## src/common/lenet_pkg.sv

```systemverilog
`default_nettype none

package lenet_pkg;

    // datapath widths.
    localparam int PIX_W  = 8;
    localparam int PROD_W = 16;
    localparam int ACC_W  = 21;  // 25 products of up to 65535.
    localparam int BIAS_W = 16;
    localparam int ACT_W  = 8;

    // window controller state.
    typedef enum logic [0:0] {
        ST_IDLE = 1'b0,
        ST_RUN  = 1'b1
    } ctrl_state_e;

    // one multiply-accumulate operation sent by conv_ctrl to mac_accum.
    typedef struct packed {
        logic             valid;
        logic [PIX_W-1:0] pixel;
        logic [PIX_W-1:0] weight;
        logic             first;  // clears the accumulator.
        logic             last;   // closes the window.
    } mac_op_t;

    // finished window sum passed from mac_accum to act_quant.
    typedef struct packed {
        logic             valid;
        logic [ACC_W-1:0] acc;
    } acc_result_t;

endpackage

`default_nettype wire

```

## src/mac/approx_mul8.sv

```systemverilog
`timescale 1ns/1ps
`default_nettype none

module approx_mul8 (
    input  logic [lenet_pkg::PIX_W-1:0]  x,
    input  logic [lenet_pkg::PIX_W-1:0]  y,
    output logic [lenet_pkg::PROD_W-1:0] z
);

    import lenet_pkg::*;

    localparam int CMP_W = 13;

    logic [PIX_W-1:0][PIX_W-1:0] pp;  // pp[i] is y gated by x[i].
    logic [CMP_W-1:0]            comp1;
    logic [CMP_W-1:0]            comp2;
    logic [CMP_W-1:0]            comp3;
    logic [CMP_W-1:0]            comp4;
    logic [CMP_W-1:0]            comp5;
    logic [CMP_W-1:0]            comp6;
    logic [PROD_W-1:0]           row6;
    logic [PROD_W-1:0]           row7;

    always_comb begin
        for (int i = 0; i < PIX_W; i++) begin
            pp[i] = y & {PIX_W{x[i]}};
        end
    end

    // pruned compressor rows for the low six partial products.
    always_comb begin
        comp1 = '0;
        comp2 = '0;
        comp3 = '0;
        comp4 = '0;
        comp5 = '0;
        comp6 = '0;

        comp1[3]  = pp[0][2] | pp[1][1];
        comp1[4]  = pp[0][3] & pp[1][2];
        comp1[5]  = pp[0][4] ^ pp[1][3];
        comp1[7]  = pp[0][6] | pp[1][5];
        comp1[8]  = pp[0][7] & pp[1][6];
        comp1[9]  = pp[2][6] & pp[3][5];
        comp1[10] = pp[3][7];
        comp1[11] = pp[4][6] & pp[5][5];
        comp1[12] = pp[4][7] & pp[5][6];

        comp2[5]  = pp[2][2] & pp[3][1];
        comp2[7]  = pp[0][7] | pp[1][6];
        comp2[8]  = pp[2][5] | pp[3][4];
        comp2[9]  = pp[2][7] | pp[3][6];
        comp2[10] = pp[4][5] & pp[5][4];
        comp2[11] = pp[4][7] ^ pp[5][6];
        comp2[12] = pp[5][7];

        comp3[7]  = pp[4][2] | pp[5][1];
        comp3[8]  = pp[2][6] ^ pp[3][5];
        comp3[9]  = pp[4][5] ^ pp[5][4];
        comp3[10] = pp[4][6] ^ pp[5][5];

        comp4[7]  = pp[4][3] ^ pp[5][2];
        comp4[8]  = pp[4][3] & pp[5][2];

        // half adder split across two rows.
        comp5[8]  = pp[4][4] & pp[5][3];
        comp6[8]  = pp[4][4] | pp[5][3];
    end

    // top two rows are added exactly.
    assign row6 = {2'b00, pp[6], 6'b0};
    assign row7 = {1'b0, pp[7], 7'b0};

    assign z = row6 + row7
             + {3'b000, comp1} + {3'b000, comp2} + {3'b000, comp3}
             + {3'b000, comp4} + {3'b000, comp5} + {3'b000, comp6};  // wraps at 16 bits.

endmodule

`default_nettype wire

```

## src/mac/mac_accum.sv

```systemverilog
`timescale 1ns/1ps
`default_nettype none

module mac_accum (
    input  logic                   clk,
    input  logic                   arst_n,
    input  lenet_pkg::mac_op_t     op,
    output lenet_pkg::acc_result_t result
);

    import lenet_pkg::*;

    logic [PROD_W-1:0] prod;
    logic              s1_valid;
    logic              s1_first;
    logic              s1_last;
    logic [PROD_W-1:0] s1_prod;
    logic [ACC_W-1:0]  acc_q;
    logic              res_valid;

    approx_mul8 i_approx_mul8 (
        .x (op.pixel),
        .y (op.weight),
        .z (prod)
    );

    // stage 1 holds product and flags.
    always_ff @(posedge clk or negedge arst_n) begin
        if (!arst_n) begin
            s1_valid <= 1'b0;
            s1_first <= 1'b0;
            s1_last  <= 1'b0;
        end else begin
            s1_valid <= op.valid;
            s1_first <= op.first;
            s1_last  <= op.last;
        end
    end

    always_ff @(posedge clk) begin
        s1_prod <= prod;
    end

    // stage 2 accumulates.
    always_ff @(posedge clk or negedge arst_n) begin
        if (!arst_n) begin
            res_valid <= 1'b0;
        end else begin
            res_valid <= s1_valid & s1_last;
        end
    end

    always_ff @(posedge clk) begin
        if (s1_valid) begin
            if (s1_first) begin
                acc_q <= {{(ACC_W-PROD_W){1'b0}}, s1_prod};  // new window.
            end else begin
                acc_q <= acc_q + {{(ACC_W-PROD_W){1'b0}}, s1_prod};
            end
        end
    end

    assign result.valid = res_valid;
    assign result.acc   = acc_q;

endmodule

`default_nettype wire

```

## src/hw/kernel_regfile.sv

```systemverilog
`timescale 1ns/1ps
`default_nettype none

module kernel_regfile #(
    parameter  int KERNEL_TAPS = 25,
    localparam int TAP_W       = $clog2(KERNEL_TAPS)
) (
    input  logic                        clk,
    input  logic                        arst_n,
    input  logic                        wt_load,
    input  logic [TAP_W-1:0]            wt_index,
    input  logic [lenet_pkg::PIX_W-1:0] wt_data,
    input  logic [TAP_W-1:0]            rd_index,
    output logic [lenet_pkg::PIX_W-1:0] rd_weight
);

    import lenet_pkg::*;

    logic [PIX_W-1:0] weights [KERNEL_TAPS];
    logic             wr_ok;
    logic             rd_ok;

    assign wr_ok = (int'(wt_index) < KERNEL_TAPS);
    assign rd_ok = (int'(rd_index) < KERNEL_TAPS);

    always_ff @(posedge clk or negedge arst_n) begin
        if (!arst_n) begin
            for (int i = 0; i < KERNEL_TAPS; i++) begin
                weights[i] <= '0;
            end
        end else if (wt_load && wr_ok) begin
            weights[wt_index] <= wt_data;  // out of range writes dropped.
        end
    end

    assign rd_weight = rd_ok ? weights[rd_index] : '0;

endmodule

`default_nettype wire

```

## src/hw/conv_ctrl.sv

```systemverilog
`timescale 1ns/1ps
`default_nettype none

module conv_ctrl #(
    parameter  int KERNEL_TAPS = 25,
    localparam int TAP_W       = $clog2(KERNEL_TAPS)
) (
    input  logic                        clk,
    input  logic                        arst_n,
    input  logic                        start,
    input  logic                        pix_valid,
    input  logic [lenet_pkg::PIX_W-1:0] pix_data,
    output logic [TAP_W-1:0]            rd_index,
    input  logic [lenet_pkg::PIX_W-1:0] rd_weight,
    output lenet_pkg::mac_op_t          op,
    output logic                        busy
);

    import lenet_pkg::*;

    localparam logic [TAP_W-1:0] LAST_TAP = TAP_W'(KERNEL_TAPS - 1);

    ctrl_state_e      state;
    logic [TAP_W-1:0] tap_cnt;
    logic             accept;
    logic             at_last;

    assign accept  = pix_valid && (state == ST_RUN);  // idle pixels dropped.
    assign at_last = (tap_cnt == LAST_TAP);

    always_ff @(posedge clk or negedge arst_n) begin
        if (!arst_n) begin
            state   <= ST_IDLE;
            tap_cnt <= '0;
        end else begin
            case (state)
                ST_IDLE: begin
                    if (start) begin
                        state   <= ST_RUN;
                        tap_cnt <= '0;
                    end
                end
                ST_RUN: begin
                    if (accept) begin
                        if (at_last) begin
                            state   <= ST_IDLE;
                            tap_cnt <= '0;
                        end else begin
                            tap_cnt <= tap_cnt + 1'b1;
                        end
                    end
                end
                default: begin
                    state <= ST_IDLE;
                end
            endcase
        end
    end

    assign rd_index = tap_cnt;

    // pixel goes out with its weight in the same cycle.
    assign op.valid  = accept;
    assign op.pixel  = pix_data;
    assign op.weight = rd_weight;
    assign op.first  = (tap_cnt == '0);
    assign op.last   = at_last;

    assign busy = (state == ST_RUN);  // start while busy ignored.

endmodule

`default_nettype wire

```

## src/hw/act_quant.sv

```systemverilog
`timescale 1ns/1ps
`default_nettype none

module act_quant #(
    parameter int OUT_SHIFT = 8
) (
    input  logic                                clk,
    input  logic                                arst_n,
    input  logic                                bias_load,
    input  logic signed [lenet_pkg::BIAS_W-1:0] bias_data,
    input  lenet_pkg::acc_result_t              acc,
    output logic                                result_valid,
    output logic [lenet_pkg::ACT_W-1:0]         result_data
);

    import lenet_pkg::*;

    localparam int SUM_W = ACC_W + 2;

    logic signed [BIAS_W-1:0] bias_q;
    logic signed [SUM_W-1:0]  sum;
    logic [SUM_W-1:0]         shifted;
    logic [ACT_W-1:0]         act;

    always_ff @(posedge clk or negedge arst_n) begin
        if (!arst_n) begin
            bias_q <= '0;
        end else if (bias_load) begin
            bias_q <= bias_data;
        end
    end

    assign sum = $signed({2'b00, acc.acc})
               + $signed({{(SUM_W-BIAS_W){bias_q[BIAS_W-1]}}, bias_q});
    assign shifted = $unsigned(sum) >> OUT_SHIFT;

    always_comb begin
        if (sum[SUM_W-1]) begin
            act = '0;  // relu.
        end else if (|shifted[SUM_W-1:ACT_W]) begin
            act = '1;  // saturate.
        end else begin
            act = shifted[ACT_W-1:0];
        end
    end

    always_ff @(posedge clk or negedge arst_n) begin
        if (!arst_n) begin
            result_valid <= 1'b0;
        end else begin
            result_valid <= acc.valid;
        end
    end

    always_ff @(posedge clk) begin
        if (acc.valid) begin
            result_data <= act;
        end
    end

endmodule

`default_nettype wire

```

## src/hw/lenet_conv_unit.sv

```systemverilog
`timescale 1ns/1ps
`default_nettype none

module lenet_conv_unit #(
    parameter  int KERNEL_TAPS = 25,
    parameter  int OUT_SHIFT   = 8,
    localparam int TAP_W       = $clog2(KERNEL_TAPS)
) (
    input  logic                                clk,
    input  logic                                arst_n,
    input  logic                                wt_load,
    input  logic [TAP_W-1:0]                    wt_index,
    input  logic [lenet_pkg::PIX_W-1:0]         wt_data,
    input  logic                                bias_load,
    input  logic signed [lenet_pkg::BIAS_W-1:0] bias_data,
    input  logic                                start,
    input  logic                                pix_valid,
    input  logic [lenet_pkg::PIX_W-1:0]         pix_data,
    output logic                                busy,
    output logic                                result_valid,
    output logic [lenet_pkg::ACT_W-1:0]         result_data
);

    import lenet_pkg::*;

    logic [TAP_W-1:0] rd_index;
    logic [PIX_W-1:0] rd_weight;
    mac_op_t          mac_op;
    acc_result_t      acc_res;

    conv_ctrl #(
        .KERNEL_TAPS (KERNEL_TAPS)
    ) i_conv_ctrl (
        .clk       (clk),
        .arst_n    (arst_n),
        .start     (start),
        .pix_valid (pix_valid),
        .pix_data  (pix_data),
        .rd_index  (rd_index),
        .rd_weight (rd_weight),
        .op        (mac_op),
        .busy      (busy)
    );

    kernel_regfile #(
        .KERNEL_TAPS (KERNEL_TAPS)
    ) i_kernel_regfile (
        .clk       (clk),
        .arst_n    (arst_n),
        .wt_load   (wt_load),
        .wt_index  (wt_index),
        .wt_data   (wt_data),
        .rd_index  (rd_index),
        .rd_weight (rd_weight)
    );

    mac_accum i_mac_accum (
        .clk    (clk),
        .arst_n (arst_n),
        .op     (mac_op),
        .result (acc_res)
    );

    act_quant #(
        .OUT_SHIFT (OUT_SHIFT)
    ) i_act_quant (
        .clk          (clk),
        .arst_n       (arst_n),
        .bias_load    (bias_load),
        .bias_data    (bias_data),
        .acc          (acc_res),
        .result_valid (result_valid),
        .result_data  (result_data)
    );

endmodule

`default_nettype wire

```

## config.mk

```make
export PLATFORM = sky130hd
export DESIGN_NAME = lenet_conv_unit
export DESIGN_NICKNAME = d
export VERILOG_FILES = /design/src/common/lenet_pkg.sv /design/src/mac/approx_mul8.sv /design/src/mac/mac_accum.sv /design/src/hw/kernel_regfile.sv /design/src/hw/conv_ctrl.sv /design/src/hw/act_quant.sv /design/src/hw/lenet_conv_unit.sv
export SDC_FILE = /design/constraint.sdc
export NUM_CORES = 1
export LEC_CHECK = 0
export BUFFER_PORTS_ARGS = -buffer_cell sky130_fd_sc_hd__buf_4
export CAP_MARGIN = 20
export CORE_AREA = 2 2 212 130
export DETAILED_ROUTE_END_ITERATION = 16
export DIE_AREA = 0 0 214 132
export PLACE_DENSITY = 0.72
export SYNTH_ARGS = -nofsm -noshare
export SYNTH_HDL_FRONTEND = slang
export SYNTH_SLANG_ARGS = --single-unit
export TNS_END_PERCENT = 50
```

## constraint.sdc

```tcl
create_clock -name clk -period 7.3 [get_ports clk]
set_input_delay 0.365 -clock clk [delete_from_list [all_inputs] [get_ports clk]]
set_output_delay 0.365 -clock clk [all_outputs]
set_load 0.005 [all_outputs]
```

Yosys cells after proc, flatten, opt, wreduce, memory -nomap -nowiden:

Cells that the tools add are included.
Widths: inputs -> output; s select.

* add/sub/neg operators: 10
* magnitude comparators: 5
* eq/ne operators: 3
* multiplexer cells: 17
* bitwise logic cells: 34
* reduce and logical (&&, ||, !) cells: 6

Operators with widths (number)
* $bwmux 200: 1
* $and 8x8->8: 7
* $add 16x9->16: 3
* $bmux 8 s5: 1
* $demux 8 s5: 1
* $mux 8: 5
* $add 16x13->16: 2
* $add 22x16->23: 1
* $add 21x16->21: 1
* $add 14x15->16: 1
* $add 16x11->16: 1
* $mux 16: 1
* $mux 5: 3
* $ge 6x6->1 const B: 2
* $not 5->6: 2
* $and 1x1->1: 10
* $lt 5x5->1 const B: 2
* $pmux 5 s2: 1
* $and 7x7->7: 1
* $or 1x1->1: 7
* $reduce_or 7->1: 1
* $lt 6x1->1 const B: 1
* $xor 1x1->1: 6
* $add 5x1->5 const B: 1
* other kinds (8): 13

* register bits: 272
* bits of input ports: 43
* output and inout port bits: 10
* word-level logic and storage cells: 112

Depth between registers and ports, before layout:

Gate-level depths: netlist of run 1.

* word-level depth: 13
* mapped depth: 25
* depth with buffers taken out: 22

Hierarchy:

Synthesis of run 1 repeated with hierarchy kept, for this count alone.

* cells, all modules: 1255
* area total of the unflattened synthesis: 15394.8 µm²

Modules (own cells, without submodules)
* kernel_regfile: instances 1, cells an instance 644, area each 9436.6 µm², sequential area each 5004.8 µm²
* mac_accum: instances 1, cells an instance 201, area each 2118.3 µm², sequential area each 1051.0 µm²
* act_quant: instances 1, cells an instance 216, area each 2065.7 µm², sequential area each 665.6 µm²
* approx_mul8: instances 1, cells an instance 142, area each 1302.5 µm², sequential area each 0.0 µm²
* conv_ctrl: instances 1, cells an instance 52, area each 471.7 µm², sequential area each 150.1 µm²

Worst setup path before layout of run 1:

OpenSTA, ideal clock, no wires.

* kind: reg-to-reg
* start point: register i_conv_ctrl.tap_cnt[0] (netlist: i_conv_ctrl.rd_index[0])
* end point: register i_mac_accum.s1_prod[15]
* setup time: 72 ps
* arrival time: 5508 ps
* required time: 7228 ps
* slack: 1720 ps
* stages on the path, launching flop included: 24
* path buffers: 3
* period minus slack after synthesis: 5580 ps
* path through: dfrtp_1 -> buf_6 -> buf_12 -> buf_12 -> mux4_2 -> mux4_2 -> mux2i_4 -> nor2_1 -> ha_1 -> fa_1 -> inv_1 -> fa_1 -> fa_1 -> fa_1 -> inv_1 -> ha_1 -> inv_1 -> fa_1 -> inv_1 -> a21o_1 -> a21oi_1 -> o21bai_1 -> a21oi_1 -> xnor2_1

* word-level cells in the longest chain between the ends: 13
* elaborated cells on any way between the ends: 43
* those cells by class: 7 x add/sub; 1 x order compare; 4 x mux; 31 x bitwise

Ends and longest elaborated chain
* start: declaration: RTL line conv_ctrl.sv:24 `logic [TAP_W-1:0] tap_cnt;`
* start signal: assignment: RTL line conv_ctrl.sv:49 `tap_cnt <= tap_cnt + 1'b1;`
* $not 5->6 (implied by the code): RTL line kernel_regfile.sv:36 `assign rd_weight = rd_ok ? weights[rd_index] : '0;`
* $bmux 8 s5: RTL line kernel_regfile.sv:36
* $mux 8 (implied by the code) (2 in a row): RTL line kernel_regfile.sv:36
* $mux 8 (*): RTL line kernel_regfile.sv:36
* $and 8x8->8 or $and 7x7->7 (tied branches): RTL line approx_mul8.sv:26 `pp[i] = y & {PIX_W{x[i]}};`
* $add 14x15->16 (tied with other cells): RTL line approx_mul8.sv:74 `assign z = row6 + row7`
* $add 16x13->16 (2 in a row): RTL line approx_mul8.sv:75 `+ {3'b000, comp1} + {3'b000, comp2} + {3'b000, comp3}`
* $add 16x11->16: RTL line approx_mul8.sv:75
* $add 16x9->16 (2 in a row): RTL line approx_mul8.sv:76 `+ {3'b000, comp4} + {3'b000, comp5} + {3'b000, comp6};`
* $add 16x9->16 (*): RTL line approx_mul8.sv:76
* net i_mac_accum.i_approx_mul8.z (one bit): RTL line approx_mul8.sv:7 `output logic [lenet_pkg::PROD_W-1:0] z`
* end signal: assignment: RTL line mac_accum.sv:41 `s1_prod <= prod;`
* end: declaration: RTL line mac_accum.sv:17 `logic [PROD_W-1:0] s1_prod;`

Mark *: on every way through the listed nets, which the timed path passes. The rest lies on a longest branch. The select of a mux whose other input is x is not followed.
A chain may end at the register's enable or synchronous reset.

Final worst setup path of run 1:

Same ends and word-level chain as after synthesis.

==> run summary, run 1 <==
Worst EP arrival: 6.79 ns
DP Wirelength: 22400 um
Initial drt markers: 675
Rows: 46
First-pass GRT wire length: 51100 um
Die width: 214 um
Initial Util: 54.6%
#FFs+latches synth: 263
Setup bufs post-CTS: 0
Vias per cell: 5.89
Cts bufs inserted: 25
Clock slew at reported path FFs: 0.07 ns
Synth cell types: 73
Hold WC Path Type: in2reg
Initial antenna violation count: 0
Max frequency: 158 MHz
TritonRoute pass-1 iters: 6
Synth Area per Inst: 13.1 um^2
Total Neg Setup Slack: 0 ns
Overall Global Routing Usage: 23.1%
Switching share of power: 37.4%
Number of diodes: 0
Slew headroom: 26.1%
Combinational Power Share: 44.9%
Most frequent cells after synthesis: dfrtp_1 (224), mux2_2 (215), inv_1 (63), ha_1 (60), nand2_1 (58)
Drt drc: 0
Final setup viols: 0
FFs w/ async S/R, synth: 85.2%
Vias: 8865
Number of synthesized flops with an enable pin: 26
Root Buffer: clkbuf_16
Post-place setup slack: 0.927 ns
Hold_buf cts: 1
Post-cts sizing count: 0
Clock Skew: 0.0253 ns
I/O pins: 53
Die Footprint: 0.0282 mm^2
Post-route cell area: 0.0158 mm^2
Slew @ Worst Pin: 1.11 ns
Post-route ant nets: 0
Vias in the first global route: 8807
Slowest cell delay on critical path: 0.97 ns
Syn_nets: 1214
CP required: 7.76 ns
Final Cycle Share: 86.7%
P per Cell Area: 399 mW/mm^2
Max-cap viol count: 0
CP Class: reg2reg
Largest net degree at the start of global routing: 93
Clock Sinks: 263
Share of layout cells above drive strength 1: 35.4%
Status: finished, final reports clean
Core Area: 0.0262 mm^2
Nets@finish: 1250
Slowest cell on the critical path: dfrtp_4
Bufs on Longest Clock Path: 3
Sw power: 2360 uW
Syn Std Cell Area: 0.0143 mm^2
Dpl cell area: 0.0150 mm^2
Setup crit end kind: register
Routed wire length: 31500 um
Gp weighted congestion: 0.841
Reg power frac: 33.9%
Top cell type's share of synthesized area: 39.2%
Worst path most repeated cell: fa_1
CP Cell Sequence: buf_4 > mux4_2 > mux2i_1 > o21ai_0 > mux2i_2 > nor2_1 > ha_1 > fa_1 > inv_1 > fa_1 > fa_1 > fa_1 > inv_1 > ha_1 > inv_1 > fa_1 > inv_1 > a21o_1 > a21oi_1 > o21bai_1 > a21oi_1 > xnor2_1
WL/cell: 20.9 um
Clock insertion delay at the later pin of the skew report: 0.55 ns
Sequential fraction of the synthesis area: 46.5%
Startpoint types: register
Leak: 0.00707 uW
Slew Viols, Final: 0
Cell with the most instances after synthesis: dfrtp_1
Synthesis-to-finish area growth: 10.6%
CP Buf/Inv Count: 5
Cells after Synth: 1089
Period minus WS final: 6.33 ns
Remaining Overflow, GRT: 0
RSZ-0062 raised after global routing: no
CP top delay family: adder cells
Clk pwr share: 21.2%
CTS H-tree lvls: 1
Final hold vios: 0
CTS tree: done
Top cells by area, synth: dfrtp_1 (39%), mux2_2 (17%), mux4_2 (8.8%), edfxtp_1 (5.5%), ha_1 (5.2%)
Int Power: 3950 uW
Crit Path Max Fanout: 43
Main flop type after synthesis: dfrtp_1
Die height: 132 um
Final setup margin: 0.968 ns
Ys Warns: 0
Maximum VDD drop: 0.000217 V
# port buffers: 49
Largest area contributor in the netlist: dfrtp_1
==> cell type report <==
type	instances	area, um^2
well taps	360	450
fillers	2122	10400
repair buffers	62	475
flip-flops and latches	263	6650
clock buffers	34	751
multi-input cells	710	7160
clock inverters	12	103
inverters	63	236
==> cells in the final DEF (no fill, tap or decap), drive strengths merged, types with 3 or more instances in the layout <==
cell      n
dfrtp   224
mux2    215
inv      67
buf      61
ha       60
nand2    58
mux4     56
a21oi    42
o21ai    37
nor2     36
clkbuf   34
edfxtp   26
xnor2    23
fa       22
nor2b    21
mux2i    17
dfxtp    13
and2     11
nor3      9
xor2      9
nand3     9
a21o      6
nor3b     6
nor4b     6
or3       6
o21bai    5
nand2b    5
clkinv    5
o211ai    5
o21a      4
a31oi     4
o22ai     3
and3      3
a31o      3
==> flip-flops by register name, indices dropped and copies added (netlist names), 5 cells and up <==
| signal | flops |
|---|---|
| i_conv_ctrl.rd_index | 5 |
| i_mac_accum.s1_prod | 13 |
| i_act_quant.bias_q | 13 |
| i_mac_accum.acc_q | 18 |
| i_act_quant.result_data | 8 |
| i_kernel_regfile.weights | 200 |
==> power by group through the flow <==
| stage | clock network [uW] | logic (uW) | registers [uW] |
|---|---|---|---|
| floorplan | 0 | 2290 | 1980 |
| global placement | 0 | 2740 | 2140 |
| detailed placement | 0 | 2800 | 2160 |
| CTS | 1370 | 2840 | 2130 |
| global route | 1420 | 3230 | 2180 |
| finish | 1340 | 2830 | 2140 |
==> logic make-up after synthesis <==
| kind of cell | after synthesis | synth area share [%] |
|---|---|---|
| muxes | 288 | 27.3 |
| DFF | 263 | 46.5 |
| and+or+nand+nor | 183 | 6.63 |
| AOI/OAI and AO/OA | 125 | 5.81 |
| buffers and inverters | 116 | 3.52 |
| adders and majority gates | 82 | 8.33 |
| xor gates and xnor gates | 32 | 1.96 |
==> through the flow <==
stage / hold WS, ns / utilization, % / cells / total power, uW
after global routing: 0.0373 / 60.4 / 1504 / 6840
after floorplan: 0.0694 / - / 1089 / 4270
after global placement: 0.432 / 57.1 / 1456 / 4880
after detailed placement: 0.436 / 57.1 / 1456 / 4960
after CTS: 0.0303 / 60.4 / 1503 / 6340
final: 0.0504 / 60.4 / 1504 / 6310
==> worst paths after layout <==
kind | start | cells past startpoint | end | slack, ns
max reg2reg | i_conv_ctrl.rd_index[0]$_DFFE_PN0P_ | 22 | i_mac_accum.s1_prod[15]$_DFF_P_ | 0.97
min | bias_data[14] | 2 | i_act_quant.bias_q[14]$_DFFE_PN0P_ | 0.05
min reg2reg | i_mac_accum.s1_last$_DFF_PN0_ | 1 | i_mac_accum.res_valid$_DFF_PN0_ | 0.46
max | i_conv_ctrl.rd_index[0]$_DFFE_PN0P_ | 22 | i_mac_accum.s1_prod[15]$_DFF_P_ | 0.97
min in group asynchronous | arst_n | 2 | i_kernel_regfile.weights[199]$_DFFE_PN0P_ | 0.45
max in group asynchronous | arst_n | 3 | i_kernel_regfile.weights[60]$_DFFE_PN0P_ | 5.40
==> worst reg2reg max path: stages, from the launching register on <==
cell	delay, ns
dfrtp_4	0.97
buf_4	0.38
mux4_2	0.57
mux2i_1	0.14
o21ai_0	0.13
mux2i_2	0.33
nor2_1	0.08
ha_1	0.34
fa_1	0.51
inv_1	0.05
fa_1	0.48
fa_1	0.46
fa_1	0.51
inv_1	0.04
ha_1	0.21
inv_1	0.07
fa_1	0.19
inv_1	0.05
a21o_1	0.17
a21oi_1	0.22
o21bai_1	0.09
a21oi_1	0.17
xnor2_1	0.13
==> per-layer routing <==
metal	global-route usage (%)	part of all wire, %	up-vias
met1	38.9	53	4574
met2	30.0	39	246
met5	0	0	-
li1	-	-	4012
met4	3.96	1.5	0
met3	5.37	6.5	33
Power figures use the tool's default switching activity.
==> run 2, diff against run 1 <==
PLACE_DENSITY = 0.73   (was 0.72)
==> run 2 against run 1 <==
Non-clock buffer count decreased by 2. Flip-flop and latch count unchanged. Sequential power barely moved. Critical path depth fell by 1. Maximum frequency decreased by 3.3%. Register-to-register slack got worse by 0.22 ns. Global-route usage hardly changed. Cell count down 0.40%. Design area shrank 0.85%. Largest power group unchanged. Worst setup slack worse by 0.22 ns. Clock-buffer cell count is 5 higher. Hold slack improved by 0.011 ns.
==> run summary, run 2 (synthesis gave the netlist of run 1 again) <==
Startpoint types: register
Slew Viols, Final: 0 (unchanged)
Crit Path Max Fanout: 48 (+12%)
CP Buf/Inv Count: 5 (unchanged)
Leading cell type in the layout, fill and taps excluded: dfrtp_1
Slew headroom: 26.4% (+0.27 points)
Bufs on Longest Clock Path: 3 (unchanged)
Status: finished, final reports clean
Slowest cell on the critical path: dfrtp_4
Largest regs: i_kernel_regfile.weights: 200 flops, i_mac_accum.acc_q: 18 flops
P per Cell Area: 393 mW/mm^2 (-1.5%)
Die Footprint: 0.0282 mm^2 (unchanged)
Clock Sinks: 263 (unchanged)
Die height: 132 um (unchanged)
Drt drc: 0 (unchanged)
Met2 WL: 12400 um (+1.9%)
DP Wirelength: 22000 um (-1.6%)
Final setup margin: 0.750 ns (-0.218 ns)
Gp weighted congestion: 0.872 (+3.7%)
Vias: 8846 (-0.21%)
Max FFs per register: 200 (unchanged)
Vias per cell: 5.91 (+0.19%)
Max-cap viol count: 0 (unchanged)
Largest net degree at the start of global routing: 82 (-12%)
Share of layout cells above drive strength 1: 34.3% (-1.1 points)
Initial Util: 54.6% (unchanged)
CP Class: reg2reg
Slowest cell delay on critical path: 1.06 ns (+0.09 ns)
Worst path most repeated cell: fa_1
Final Cycle Share: 89.7% (+3.0 points)
CP Cell Sequence: buf_4 > mux4_2 > mux4_2 > mux2i_4 > nor2b_1 > ha_1 > fa_1 > fa_1 > inv_1 > fa_1 > fa_1 > inv_1 > ha_1 > inv_1 > fa_1 > inv_1 > a21o_1 > a21oi_1 > o21bai_1 > a21oi_1 > xnor2_1
CP top delay family: adder cells
I/O pins: 53 (unchanged)
Met3 wire length: 2240 um (+10%)
Post-cts sizing count: 0 (unchanged)
Initial antenna violation count: 4 (+4)
Rows: 46 (unchanged)
Leak: 0.00700 uW (-1.0%)
Worst EP arrival: 6.99 ns (+0.20 ns)
Hold WC Path Type: in2reg
WL/cell: 21.1 um (+0.64%)
RSZ-0062 raised after global routing: no
Final setup viols: 0 (unchanged)
Post-route total power: 6160 uW (-2.3%)
Sum of routed wire segments on met1: 16500 um (-1.7%)
# port buffers: 49 (unchanged)
Setup crit end kind: register
Number of diodes: 0 (unchanged)
Post-place setup slack: 0.754 ns (-0.173 ns)
Max frequency: 153 MHz (-3.3%)
Highest routing layer actually used: met4
Clock slew at reported path FFs: 0.06 ns (about the same)
Filler cells: 2094 (-1.3%)
Vias in the first global route: 8800 (-0.079%)
Overall Global Routing Usage: 23.1% (about the same)
Maximum VDD drop: 0.000223 V (+2.7%)
Most frequent cells in the layout: dfrtp_1 (222), mux2_2 (215), inv_1 (63)
Post-route ant nets: 0 (unchanged)
Remaining Overflow, GRT: 0 (unchanged)
Root Buffer: clkbuf_16
CP required: 7.74 ns (-0.02 ns)
Die width: 214 um (unchanged)
Total Neg Setup Slack: 0 ns (unchanged)
Core Area: 0.0262 mm^2 (unchanged)
Routed wire length: 31600 um (+0.24%)
Final hold vios: 0 (unchanged)
CTS H-tree lvls: 1 (unchanged)
Biggest register: i_kernel_regfile.weights
Synthesis-to-finish area growth: 9.65%
Cts bufs inserted: 25 (unchanged)
Slew @ Worst Pin: 1.10 ns (-0.00116 ns)
Clock insertion delay at the later pin of the skew report: 0.53 ns (-0.02 ns)
First-pass GRT wire length: 51300 um (+0.27%)
CTS tree: done
TritonRoute pass-1 iters: 4 (-2)
Period minus WS final: 6.55 ns (+0.218 ns)
Clock Skew: 0.0173 ns (-0.00808 ns)
Initial drt markers: 650 (-3.7%)
Nets@finish: 1248 (-0.16%)
-- run 2: final timing paths --
path | startpoint | endpoint | slack [ns] | cells after the start
hold reg to reg | i_mac_accum.s1_last$_DFF_PN0_ | i_mac_accum.res_valid$_DFF_PN0_ | 0.45 | 1
max in group asynchronous | arst_n | i_kernel_regfile.weights[140]$_DFFE_PN0P_ | 5.41 | 3
hold / removal | bias_data[14] | i_act_quant.bias_q[14]$_DFFE_PN0P_ | 0.06 | 2
setup reg to reg | i_conv_ctrl.rd_index[0]$_DFFE_PN0P_ | i_mac_accum.s1_prod[15]$_DFF_P_ | 0.75 | 21
setup / recovery | i_conv_ctrl.rd_index[0]$_DFFE_PN0P_ | i_mac_accum.s1_prod[15]$_DFF_P_ | 0.75 | 21
min in group asynchronous | arst_n | i_kernel_regfile.weights[189]$_DFFE_PN0P_ | 0.42 | 2
-- run 2: worst register-to-register path: stages (launching register included) --
cell,delay (ns)
dfrtp_4,1.06
buf_4,0.40
mux4_2,0.55
mux4_2,0.53
mux2i_4,0.28
nor2b_1,0.11
ha_1,0.32
fa_1,0.40
fa_1,0.54
inv_1,0.05
fa_1,0.39
fa_1,0.51
inv_1,0.04
ha_1,0.20
inv_1,0.07
fa_1,0.19
inv_1,0.05
a21o_1,0.16
a21oi_1,0.22
o21bai_1,0.09
a21oi_1,0.18
xnor2_1,0.14
-- run 2: metrics by stage --
| stage | hold WS [ns] | cells | area, um^2 | util [%] |
|---|---|---|---|---|
| after floorplan | 0.0694 | 1089 | 14300 | - |
| after global routing | 0.0568 | 1498 | 15700 | 59.9 |
| after CTS | 0.0456 | 1496 | 15700 | 59.9 |
| after detailed placement | 0.399 | 1453 | 14900 | 57.0 |
| final | 0.0616 | 1498 | 15700 | 59.9 |
| after global placement | 0.400 | 1453 | 14900 | 57.0 |
-- run 2: layer usage --
metal / vias up / track usage, %
li1: 4019 / -
met4: 0 / 3.57
met3: 31 / 4.98
met1: 4550 / 38.9
met5: - / 0
met2: 246 / 30.6
-- run 2: area by class of cell --
cell class / count / area [um^2] / share of cell area (%)
flip-flops and latches: 263 / 6650 / 42.4
multi-input cells: 710 / 7160 / 45.6
well taps: 360 / 450 / 2.87
clock inverters: 3 / 15.0 / 0.0957
clock buffers: 39 / 718 / 4.58
inverters: 63 / 236 / 1.51
repair buffers: 60 / 460 / 2.93
-- run 2: power by group --
part / switching, uW / internal [uW] / total (uW)
Combinational: 1450 / 1330 / 2790
Clock: 533 / 670 / 1200
Sequential: 324 / 1840 / 2170
-- run 2: repair_timing --
action	in CTS	in global routing
setup buffers	0	0
hold buffers	1	0
endpoints found under the hold margin	79	0
